## config.mk

```make
export PLATFORM = sky130hd
export DESIGN_NAME = trace_top
export DESIGN_NICKNAME = d
export VERILOG_FILES = /design/src/trace_pkg.sv /design/src/trace_top.sv /design/src/trace_event_fifo.sv /design/src/trace_trigger_pulse.sv /design/src/trace_capture_ctrl.sv /design/src/trace_rule_matcher.sv /design/src/trace_shift_window.sv
export SDC_FILE = /design/constraint.sdc
export NUM_CORES = 1
export LEC_CHECK = 0
export ABC_AREA = 0
export ABC_CLOCK_PERIOD_IN_PS = 11300
export BUFFER_PORTS_ARGS = -buffer_cell sky130_fd_sc_hd__buf_2
export CAP_MARGIN = 20
export CORE_MARGIN = 5
export CORE_UTILIZATION = 55
export DETAILED_ROUTE_END_ITERATION = 8
export GPL_TIMING_DRIVEN = 0
export PLACE_DENSITY_LB_ADDON = 0.05
export SKIP_LAST_GASP = 1
export SLEW_MARGIN = 20
export SYNTH_ARGS = -nofsm -noshare
export SYNTH_HDL_FRONTEND = slang
export SYNTH_SLANG_ARGS = --single-unit
```

## constraint.sdc

```tcl
create_clock -name trace_clk -period 11.3 [get_ports trace_clk]
set_input_delay 1.695 -clock trace_clk [delete_from_list [all_inputs] [get_ports trace_clk]]
set_output_delay 1.695 -clock trace_clk [all_outputs]
set_load 0.01 [all_outputs]
```

## src/trace_pkg.sv

```systemverilog
// trace capture shared definitions
// widths, counts and the event record used across the capture blocks

`default_nettype none

package trace_pkg;

   localparam int NIBBLE_W    = 4;   // one trace beat
   localparam int WINDOW_W    = 32;
   localparam int NUM_RULES   = 4;
   localparam int RULE_ID_W   = 2;
   localparam int TIMESTAMP_W = 16;
   localparam int DELAY_W     = 16;
   localparam int PULSE_W     = 12;
   localparam int CAPLEN_W    = 16;
   localparam int FIFO_DEPTH  = 16;

   // beats needed before the window holds only fresh data
   localparam int FILL_BEATS  = WINDOW_W / NIBBLE_W;
   localparam int FILL_CNT_W  = $clog2(FILL_BEATS + 1);

   localparam int FIFO_PTR_W  = $clog2(FIFO_DEPTH);
   localparam int FIFO_CNT_W  = $clog2(FIFO_DEPTH + 1);

   typedef logic [WINDOW_W-1:0]  window_t;   // window, pattern or mask
   typedef logic [NUM_RULES-1:0] rule_vec_t;

   typedef struct packed {
      logic [RULE_ID_W-1:0]   rule_id;
      logic [TIMESTAMP_W-1:0] delta;    // cycles since previous event
   } event_t;

endpackage

`default_nettype wire
```

## src/trace_top.sv

```systemverilog
// trace capture top level
// shift window, rule matcher, capture control, trigger pulse and event FIFO

`timescale 1ns/1ps
`default_nettype none

module trace_top (
   input  wire                           trace_clk,
   input  wire                           reset,
   input  wire                           trace_valid,
   input  wire [trace_pkg::NIBBLE_W-1:0]  trace_data,
   input  wire                           rule_wr,
   input  wire [trace_pkg::RULE_ID_W-1:0] rule_index,
   input  trace_pkg::window_t            rule_pattern,
   input  trace_pkg::window_t            rule_mask,
   input  wire                           rule_record_en,
   input  wire                           rule_trig_en,
   input  wire                           arm,
   input  wire [trace_pkg::CAPLEN_W-1:0]  capture_len,
   input  wire [trace_pkg::DELAY_W-1:0]   trig_delay,
   input  wire [trace_pkg::PULSE_W-1:0]   trig_width,
   input  wire                           out_ready,
   output logic                          out_valid,
   output trace_pkg::event_t             out_data,
   output logic                          capturing,
   output logic                          capture_done,
   output logic                          overflow,
   output logic                          trig_out
);
   import trace_pkg::*;

   window_t   window;
   logic      window_valid;
   logic      window_update;
   rule_vec_t record_hits;
   rule_vec_t trigger_hits;
   logic      pulse_start;
   logic      event_wr;
   event_t    event_data;

   trace_shift_window u_window (
      .trace_clk     (trace_clk),
      .reset         (reset),
      .arm           (arm),
      .trace_valid   (trace_valid),
      .trace_data    (trace_data),
      .window        (window),
      .window_valid  (window_valid),
      .window_update (window_update)
   );

   trace_rule_matcher u_matcher (
      .trace_clk      (trace_clk),
      .reset          (reset),
      .rule_wr        (rule_wr),
      .rule_index     (rule_index),
      .rule_pattern   (rule_pattern),
      .rule_mask      (rule_mask),
      .rule_record_en (rule_record_en),
      .rule_trig_en   (rule_trig_en),
      .window         (window),
      .window_valid   (window_valid),
      .window_update  (window_update),
      .record_hits    (record_hits),
      .trigger_hits   (trigger_hits)
   );

   trace_capture_ctrl u_ctrl (
      .trace_clk    (trace_clk),
      .reset        (reset),
      .arm          (arm),
      .capture_len  (capture_len),
      .record_hits  (record_hits),
      .trigger_hits (trigger_hits),
      .capturing    (capturing),
      .capture_done (capture_done),
      .pulse_start  (pulse_start),
      .event_wr     (event_wr),
      .event_data   (event_data)
   );

   trace_trigger_pulse u_trigger (
      .trace_clk   (trace_clk),
      .reset       (reset),
      .pulse_start (pulse_start),
      .trig_delay  (trig_delay),
      .trig_width  (trig_width),
      .trig_out    (trig_out)
   );

   trace_event_fifo u_fifo (
      .trace_clk  (trace_clk),
      .reset      (reset),
      .arm        (arm),
      .event_wr   (event_wr),
      .event_data (event_data),
      .out_valid  (out_valid),
      .out_ready  (out_ready),
      .out_data   (out_data),
      .overflow   (overflow)
   );

endmodule

`default_nettype wire

```

## src/trace_event_fifo.sv

```systemverilog
// event FIFO
// circular buffer with a registered valid/ready output stage;
// writes into a full FIFO are dropped and set a sticky overflow flag

`timescale 1ns/1ps
`default_nettype none

module trace_event_fifo (
   input  wire               trace_clk,
   input  wire               reset,
   input  wire               arm,
   input  wire               event_wr,
   input  trace_pkg::event_t event_data,
   output logic              out_valid,
   input  wire               out_ready,
   output trace_pkg::event_t out_data,
   output logic              overflow
);
   import trace_pkg::*;

   event_t                mem [FIFO_DEPTH];
   logic [FIFO_PTR_W-1:0] wr_ptr;
   logic [FIFO_PTR_W-1:0] rd_ptr;
   logic [FIFO_CNT_W-1:0] count;      // entries in mem without the output stage
   logic                  full;
   logic                  load;
   logic                  push;
   logic                  bypass;
   logic                  pull;

   assign full   = (count + FIFO_CNT_W'(out_valid)) == FIFO_CNT_W'(FIFO_DEPTH);
   assign load   = !out_valid || out_ready;   // output stage can take a new entry
   assign push   = event_wr && !full;
   assign pull   = load && (count != '0);
   assign bypass = push && load && (count == '0); // empty FIFO goes straight to output

   always_ff @(posedge trace_clk) begin
      if (reset) begin
         wr_ptr    <= '0;
         rd_ptr    <= '0;
         count     <= '0;
         out_valid <= 1'b0;
         overflow  <= 1'b0;
      end else begin
         if (arm)
            overflow <= 1'b0;
         if (event_wr && full)
            overflow <= 1'b1;
         if (load)
            out_valid <= pull || push;
         if (pull)
            rd_ptr <= rd_ptr + 1'b1;
         if (push && !bypass)
            wr_ptr <= wr_ptr + 1'b1;
         count <= count + FIFO_CNT_W'(push && !bypass) - FIFO_CNT_W'(pull);
      end
   end

   always_ff @(posedge trace_clk) begin
      if (push && !bypass)
         mem[wr_ptr] <= event_data;
      if (load)
         out_data <= pull ? mem[rd_ptr] : event_data;
   end

endmodule

`default_nettype wire

```

## src/trace_trigger_pulse.sv

```systemverilog
// trigger output pulse
// delay counter then width counter, settings latched at pulse_start

`timescale 1ns/1ps
`default_nettype none

module trace_trigger_pulse (
   input  wire                         trace_clk,
   input  wire                         reset,
   input  wire                         pulse_start,
   input  wire [trace_pkg::DELAY_W-1:0] trig_delay,
   input  wire [trace_pkg::PULSE_W-1:0] trig_width,
   output logic                        trig_out
);
   import trace_pkg::*;

   logic               delaying;
   logic [DELAY_W-1:0] delay_cnt;
   logic [PULSE_W-1:0] width_q;     // latched width
   logic [PULSE_W-1:0] width_cnt;
   logic               fire;

   // zero delay fires straight from the start pulse
   assign fire = (pulse_start && trig_delay == '0) ||
                 (!pulse_start && delaying && delay_cnt == DELAY_W'(1));

   always_ff @(posedge trace_clk) begin
      if (reset) begin
         delaying <= 1'b0;
         trig_out <= 1'b0;
      end else begin
         if (pulse_start) begin
            width_q   <= trig_width;
            delay_cnt <= trig_delay;
            delaying  <= (trig_delay != '0);
         end else if (delaying) begin
            delay_cnt <= delay_cnt - 1'b1;
            if (delay_cnt == DELAY_W'(1))
               delaying <= 1'b0;
         end

         if (fire) begin
            trig_out  <= 1'b1;
            width_cnt <= pulse_start ? trig_width : width_q;
         end else if (trig_out) begin
            if (width_cnt == PULSE_W'(1))
               trig_out <= 1'b0;     // last high cycle
            width_cnt <= width_cnt - 1'b1;
         end
      end
   end

endmodule

`default_nettype wire

```

## src/trace_capture_ctrl.sv

```systemverilog
// trace capture control
// arm / trigger / record FSM; builds one event per recorded match with
// the priority rule number and a saturating time since the last event

`timescale 1ns/1ps
`default_nettype none

module trace_capture_ctrl (
   input  wire                          trace_clk,
   input  wire                          reset,
   input  wire                          arm,
   input  wire [trace_pkg::CAPLEN_W-1:0] capture_len,
   input  trace_pkg::rule_vec_t         record_hits,
   input  trace_pkg::rule_vec_t         trigger_hits,
   output logic                         capturing,
   output logic                         capture_done,
   output logic                         pulse_start,
   output logic                         event_wr,
   output trace_pkg::event_t            event_data
);
   import trace_pkg::*;

   typedef enum logic [1:0] {
      ST_IDLE,
      ST_ARMED,
      ST_CAPTURE,
      ST_DONE
   } state_t;

   state_t                state;
   logic [CAPLEN_W-1:0]    ev_cnt;
   logic [TIMESTAMP_W-1:0] ts_cnt;
   logic [RULE_ID_W-1:0]   hit_id;
   logic                   trig_now;
   logic                   take_event;

   assign trig_now = (state == ST_ARMED) && (trigger_hits != '0);

   // the trigger cycle itself may also record
   assign take_event = (record_hits != '0) &&
                       (trig_now || (state == ST_CAPTURE && ev_cnt < capture_len));

   // lowest numbered rule wins
   always_comb begin
      hit_id = '0;
      for (int i = NUM_RULES - 1; i >= 0; i--) begin
         if (record_hits[i])
            hit_id = RULE_ID_W'(i);
      end
   end

   always_ff @(posedge trace_clk) begin
      if (reset) begin
         state       <= ST_IDLE;
         ev_cnt      <= '0;
         ts_cnt      <= '0;
         pulse_start <= 1'b0;
         event_wr    <= 1'b0;
      end else begin
         pulse_start <= trig_now && !arm;
         event_wr    <= take_event && !arm;

         if (ts_cnt != '1)
            ts_cnt <= ts_cnt + 1'b1;   // saturates at all ones

         if (arm) begin
            state  <= ST_ARMED;
            ev_cnt <= '0;
         end else begin
            if (take_event) begin
               ev_cnt <= ev_cnt + 1'b1;
               ts_cnt <= TIMESTAMP_W'(1);
            end
            case (state)
               ST_ARMED:   if (trig_now) state <= ST_CAPTURE;
               ST_CAPTURE: if (ev_cnt >= capture_len) state <= ST_DONE;
               default:    state <= state;   // idle and done wait for arm
            endcase
         end
      end
   end

   // event record
   always_ff @(posedge trace_clk) begin
      if (take_event) begin
         event_data.rule_id <= hit_id;
         event_data.delta   <= (ev_cnt == '0) ? '0 : ts_cnt; // first event is 0
      end
   end

   assign capturing    = (state == ST_CAPTURE);
   assign capture_done = (state == ST_DONE);

endmodule

`default_nettype wire

```

## src/trace_rule_matcher.sv

```systemverilog
// trace rule matcher
// four mask-and-pattern rules compared against the window in parallel,
// hits registered and split into record and trigger vectors

`timescale 1ns/1ps
`default_nettype none

module trace_rule_matcher (
   input  wire                           trace_clk,
   input  wire                           reset,
   input  wire                           rule_wr,
   input  wire [trace_pkg::RULE_ID_W-1:0] rule_index,
   input  trace_pkg::window_t            rule_pattern,
   input  trace_pkg::window_t            rule_mask,
   input  wire                           rule_record_en,
   input  wire                           rule_trig_en,
   input  trace_pkg::window_t            window,
   input  wire                           window_valid,
   input  wire                           window_update,
   output trace_pkg::rule_vec_t          record_hits,
   output trace_pkg::rule_vec_t          trigger_hits
);
   import trace_pkg::*;

   window_t   pattern_tbl [NUM_RULES];
   window_t   mask_tbl    [NUM_RULES];
   rule_vec_t rec_en_tbl;
   rule_vec_t trig_en_tbl;
   rule_vec_t match;

   // rule table written one entry at a time
   always_ff @(posedge trace_clk) begin
      if (reset) begin
         for (int i = 0; i < NUM_RULES; i++) begin
            pattern_tbl[i] <= '0;
            mask_tbl[i]    <= '0;
         end
         rec_en_tbl  <= '0;
         trig_en_tbl <= '0;
      end else if (rule_wr) begin
         pattern_tbl[rule_index] <= rule_pattern;
         mask_tbl[rule_index]    <= rule_mask;
         rec_en_tbl[rule_index]  <= rule_record_en;
         trig_en_tbl[rule_index] <= rule_trig_en;
      end
   end

   // compare only where the mask is set
   always_comb begin
      for (int i = 0; i < NUM_RULES; i++)
         match[i] = ((window ^ pattern_tbl[i]) & mask_tbl[i]) == '0;
   end

   always_ff @(posedge trace_clk) begin
      if (reset) begin
         record_hits  <= '0;
         trigger_hits <= '0;
      end else if (window_update && window_valid) begin
         record_hits  <= match & rec_en_tbl;
         trigger_hits <= match & trig_en_tbl;
      end else begin
         record_hits  <= '0;   // hits last a single cycle
         trigger_hits <= '0;
      end
   end

endmodule

`default_nettype wire

```

## src/trace_shift_window.sv

```systemverilog
// trace shift window
// collects incoming trace nibbles into the 32-bit match window and
// flags when the window has been completely refilled since the last arm

`timescale 1ns/1ps
`default_nettype none

module trace_shift_window (
   input  wire                         trace_clk,
   input  wire                         reset,
   input  wire                         arm,
   input  wire                         trace_valid,
   input  wire [trace_pkg::NIBBLE_W-1:0] trace_data,
   output trace_pkg::window_t          window,
   output logic                        window_valid,
   output logic                        window_update
);
   import trace_pkg::*;

   logic [FILL_CNT_W-1:0] fill_cnt;

   // newest nibble enters at the bottom
   always_ff @(posedge trace_clk) begin
      if (trace_valid)
         window <= {window[WINDOW_W-NIBBLE_W-1:0], trace_data};
   end

   always_ff @(posedge trace_clk) begin
      if (reset) begin
         fill_cnt      <= '0;
         window_update <= 1'b0;
      end else begin
         window_update <= trace_valid;
         if (arm)
            fill_cnt <= trace_valid ? FILL_CNT_W'(1) : '0; // restart fill
         else if (trace_valid && !window_valid)
            fill_cnt <= fill_cnt + 1'b1;
      end
   end

   assign window_valid = (fill_cnt == FILL_CNT_W'(FILL_BEATS));

endmodule

`default_nettype wire

```

==> flow_summary.json <==
{
  "dp_slack_ns": 6.24,
  "max_stage_delay_ns": 0.68,
  "nFillCells": 4044,
  "clock_latency_ns": 0.63,
  "hpwl_um": 49300,
  "grt_pass1_vias": 17800,
  "start_kind": "primary input",
  "cts_tree": "done",
  "status": "finished clean",
  "power.switching_w": 0.00161,
  "criticalPathCategory": "in2reg",
  "syn_nets": 2169,
  "fin_util": 0.637,
  "endpoint_kind": "flop",
  "ys_warn_count": 0,
  "max_freq_ghz": 0.230,
  "grt_first_pass_wirelength_um": 109000,
  "arrival_ns": 4.80,
  "rr_startpoint": "u_fifo.out_valid",
  "cp-endpoint": "u_fifo.count[4]",
  "finalSetupTns_ns": 0,
  "grt_overflow": 0,
  "worst_ep_required_time_ns": 11.76,
  "cts_resized": 0,
  "num_rows": 85,
  "pin_count": 145,
  "layout.nets": 2404,
  "antenna_found_initial": 0,
  "cp-startpoint": "out_ready",
  "synth_area_leaders": "edfxtp_1, mux4_2, dfxtp_1, xor2_1, nor2_1",
  "internal-power_w": 0.00485,
  "wl_um": 72500,
  "area_growth_pct": 14.3,
  "post-route-period-util": 0.384,
  "hold_viol": 0,
  "cts_htree_levels": 3,
  "power_density_nw_per_um2": 187,
  "ys.flop_type": "edfxtp_1",
  "synth_area_um2": 30200,
  "cts_max_path_buffers": 3,
  "vias": 17300,
  "syn_area_per_cell_um2": 15.1,
  "slew_violations": 0,
  "chipHeight_um": 244,
  "synth-seq-area-share": 0.701,
  "yosysUniqueCellTypes": 58,
  "synth_seq_cells": 730,
  "yosysTopAreaCell": "edfxtp_1",
  "p_seq_frac": 0.486,
  "peakVddDrop_mv": 0.114,
  "layout_setup_ws_ns": 6.96,
  "root_buffer": "clkbuf_16",
  "cts_made_buffers": 76,
  "hold_class": "reg2reg",
  "path_delay_family": "buffers and inverters",
  "r2r_cells": 13,
  "synth_edf_count": 652,
  "design.core.area_um2": 54100,
  "cts_sinks": 730,
  "critPathMaxFanout": 20,
  "drive_above_1_share": 0.191,
  "firstDrtPassIters": 5,
  "finalSetupViolations": 0,
  "clk_pin_slew_worst_paths_ns": 0.06,
  "ys_async_sr_fraction": 0,
  "n_antenna_cell": 0,
  "skew_ns": 0.0185,
  "synth_top_area_share": 0.649,
  "initial_core_util": 0.557,
  "drc": 0,
  "synthTopCellsByCount": "edfxtp_1, nor2_1, xor2_1, nand2_1, inv_1",
  "grt_usage": 0.244,
  "tightestPinTransition_ns": 1.19,
  "cp_slowest_cell": "buf_1",
  "drt_iter0_markers": 1482,
  "reg2reg_setup_slack_ns": 7.81,
  "cts_setup_buffers": 0,
  "rsz0062_at_grt": "no",
  "cp_cell_sequence": "buf_2, nand2b_2, o31a_1, buf_1, ha_1, inv_1, ha_1, inv_1, fa_1, inv_1, a21oi_1, nor2_1, or3_1, a21oi_1",
  "maxCapViolations": 0,
  "power.leakage_nw": 12.2,
  "power.share.switching": 0.249,
  "ant_nets": 0,
  "slew_headroom": 0.207,
  "finalWeightedCongestion": 0.859,
  "period_minus_slack_ns": 4.34,
  "comb_power_share": 0.140,
  "grt_max_degree": 51,
  "routedWlPerCell_um": 24.2,
  "worst-path-buf-inv": 5,
  "p_clk_frac": 0.374,
  "die_area_um2": 59600,
  "via_per_inst": 5.78,
  "syn_inst": 2003,
  "crit_path_frequent_cell": "inv_1",
  "die_w_um": 244,
  "portBuffers": 143,
  "crit_cells": 14,
  "yosysMostFrequentCell": "edfxtp_1",
  "r2r_end": "u_fifo.count[4]",
  "cts_hold_buf": 0
}
## placed cells by master, fill, tap and decap left out, types with 6 or more instances in the layout
cell       instances
a21oi_1           38
a221oi_1          16
a22o_1            16
a22oi_1           24
and2_1            16
and3_1            15
buf_1              8
buf_2            153
buf_4              8
clkbuf_1          74
clkbuf_16         77
clkbuf_8           7
clkinv_1          12
clkinv_2           8
dfxtp_1           78
edfxtp_1         652
ha_1              43
inv_1            117
mux2_2            33
mux2_4             8
mux2i_1            8
mux4_2            90
nand2_1          119
nand2b_1           9
nand3_1           29
nand4_1           19
nor2_1           271
nor2_4            12
nor2b_1            6
nor3_1            12
nor4_1            10
o21ai_0           31
o31ai_1            6
or3_1             17
or4_1              7
xnor2_1           24
xor2_1           149
## worst min path at each step
stage,to,from,cells after the start
6_report,u_matcher.trigger_hits[0],u_matcher.trig_en_tbl[0],2
5_1_grt,u_matcher.trigger_hits[2],u_matcher.trig_en_tbl[2],2
4_1_cts,u_matcher.trigger_hits[0],u_matcher.trig_en_tbl[0],2
3_5_place_dp,u_matcher.trigger_hits[0],u_matcher.trig_en_tbl[0],2
3_3_place_gp,u_matcher.trigger_hits[0],u_matcher.trig_en_tbl[0],2
2_1_floorplan,u_matcher.record_hits[1],u_matcher.rec_en_tbl[1],2
## final cells by class
type / count / area (µm²) / area share
flip-flops and latches: 730 / 21100 / 0.613
multi-input cells: 1085 / 8460 / 0.245
clock buffers: 108 / 2110 / 0.0613
repair buffers: 157 / 897 / 0.0260
well taps: 696 / 871 / 0.0252
inverters: 117 / 439 / 0.0127
plain buffers: 71 / 295 / 0.00856
clock inverters: 33 / 287 / 0.00831
## power groups by stage
stage	Combinational [W]	Sequential (W)	Clock, W
after CTS	0.000916	0.00314	0.00245
final	0.000901	0.00314	0.00242
after detailed placement	0.000911	0.00320	0
after floorplan	0.000594	0.00320	0
after global placement	0.000888	0.00320	0
after global routing	0.000981	0.00315	0.00257
## worst reg2reg max path, delay by kind of cell, from the launching register on
| family | cells | cell delay (ns) |
|---|---|---|
| compound gates | 3 | 0.49 |
| buf+inv | 4 | 0.88 |
| simple gates | 3 | 0.68 |
| flops | 1 | 0.36 |
| fa+ha+maj | 3 | 0.92 |
## metrics by stage
step | area (µm²) | cells | power [W] | hold slack, ns
5_1_grt | 34500 | 2997 | 0.00670 | 0.457
6_report | 34500 | 2997 | 0.00646 | 0.429
3_5_place_dp | 32100 | 2856 | 0.00411 | 0.422
2_1_floorplan | 30200 | 2003 | 0.00379 | 0.408
4_1_cts | 34500 | 2997 | 0.00651 | 0.431
3_3_place_gp | 31800 | 2842 | 0.00409 | 0.419
## sequential cells by signal, summed over array words and instances, names as in the netlist, 5 cells and up, named ones only
name,flops
u_window.window,32
u_fifo.mem,288
u_ctrl.event_data,18
u_matcher.mask_tbl,128
u_ctrl.ev_cnt,16
u_ctrl.ts_cnt,16
u_trigger.width_q,12
u_fifo.count,5
u_trigger.delay_cnt,16
u_trigger.width_cnt,12
u_fifo.out_data,18
u_matcher.pattern_tbl,128
## metal layers
layer  part of all wire  global-route usage  vias up  wire length, µm
li1                   -                   -     7873                -
met1               0.41               0.333     8741            30100
met2               0.49               0.401      584            35500
met3              0.064              0.0436      126             4640
met4              0.031              0.0846        0             2250
met5                  0                   0        -                0
## cell families after synthesis
group,count (synthesis),share of synthesized area
buffers and inverters,188,0.0243
and+or+nand+nor,570,0.0843
DFF,730,0.701
muxes,139,0.0861
xor gates and xnor gates,173,0.0502
AOI/OAI and AO/OA,159,0.0360
adders and majority gates,44,0.0185
No activity file was read; power rests on OpenSTA's default activity.
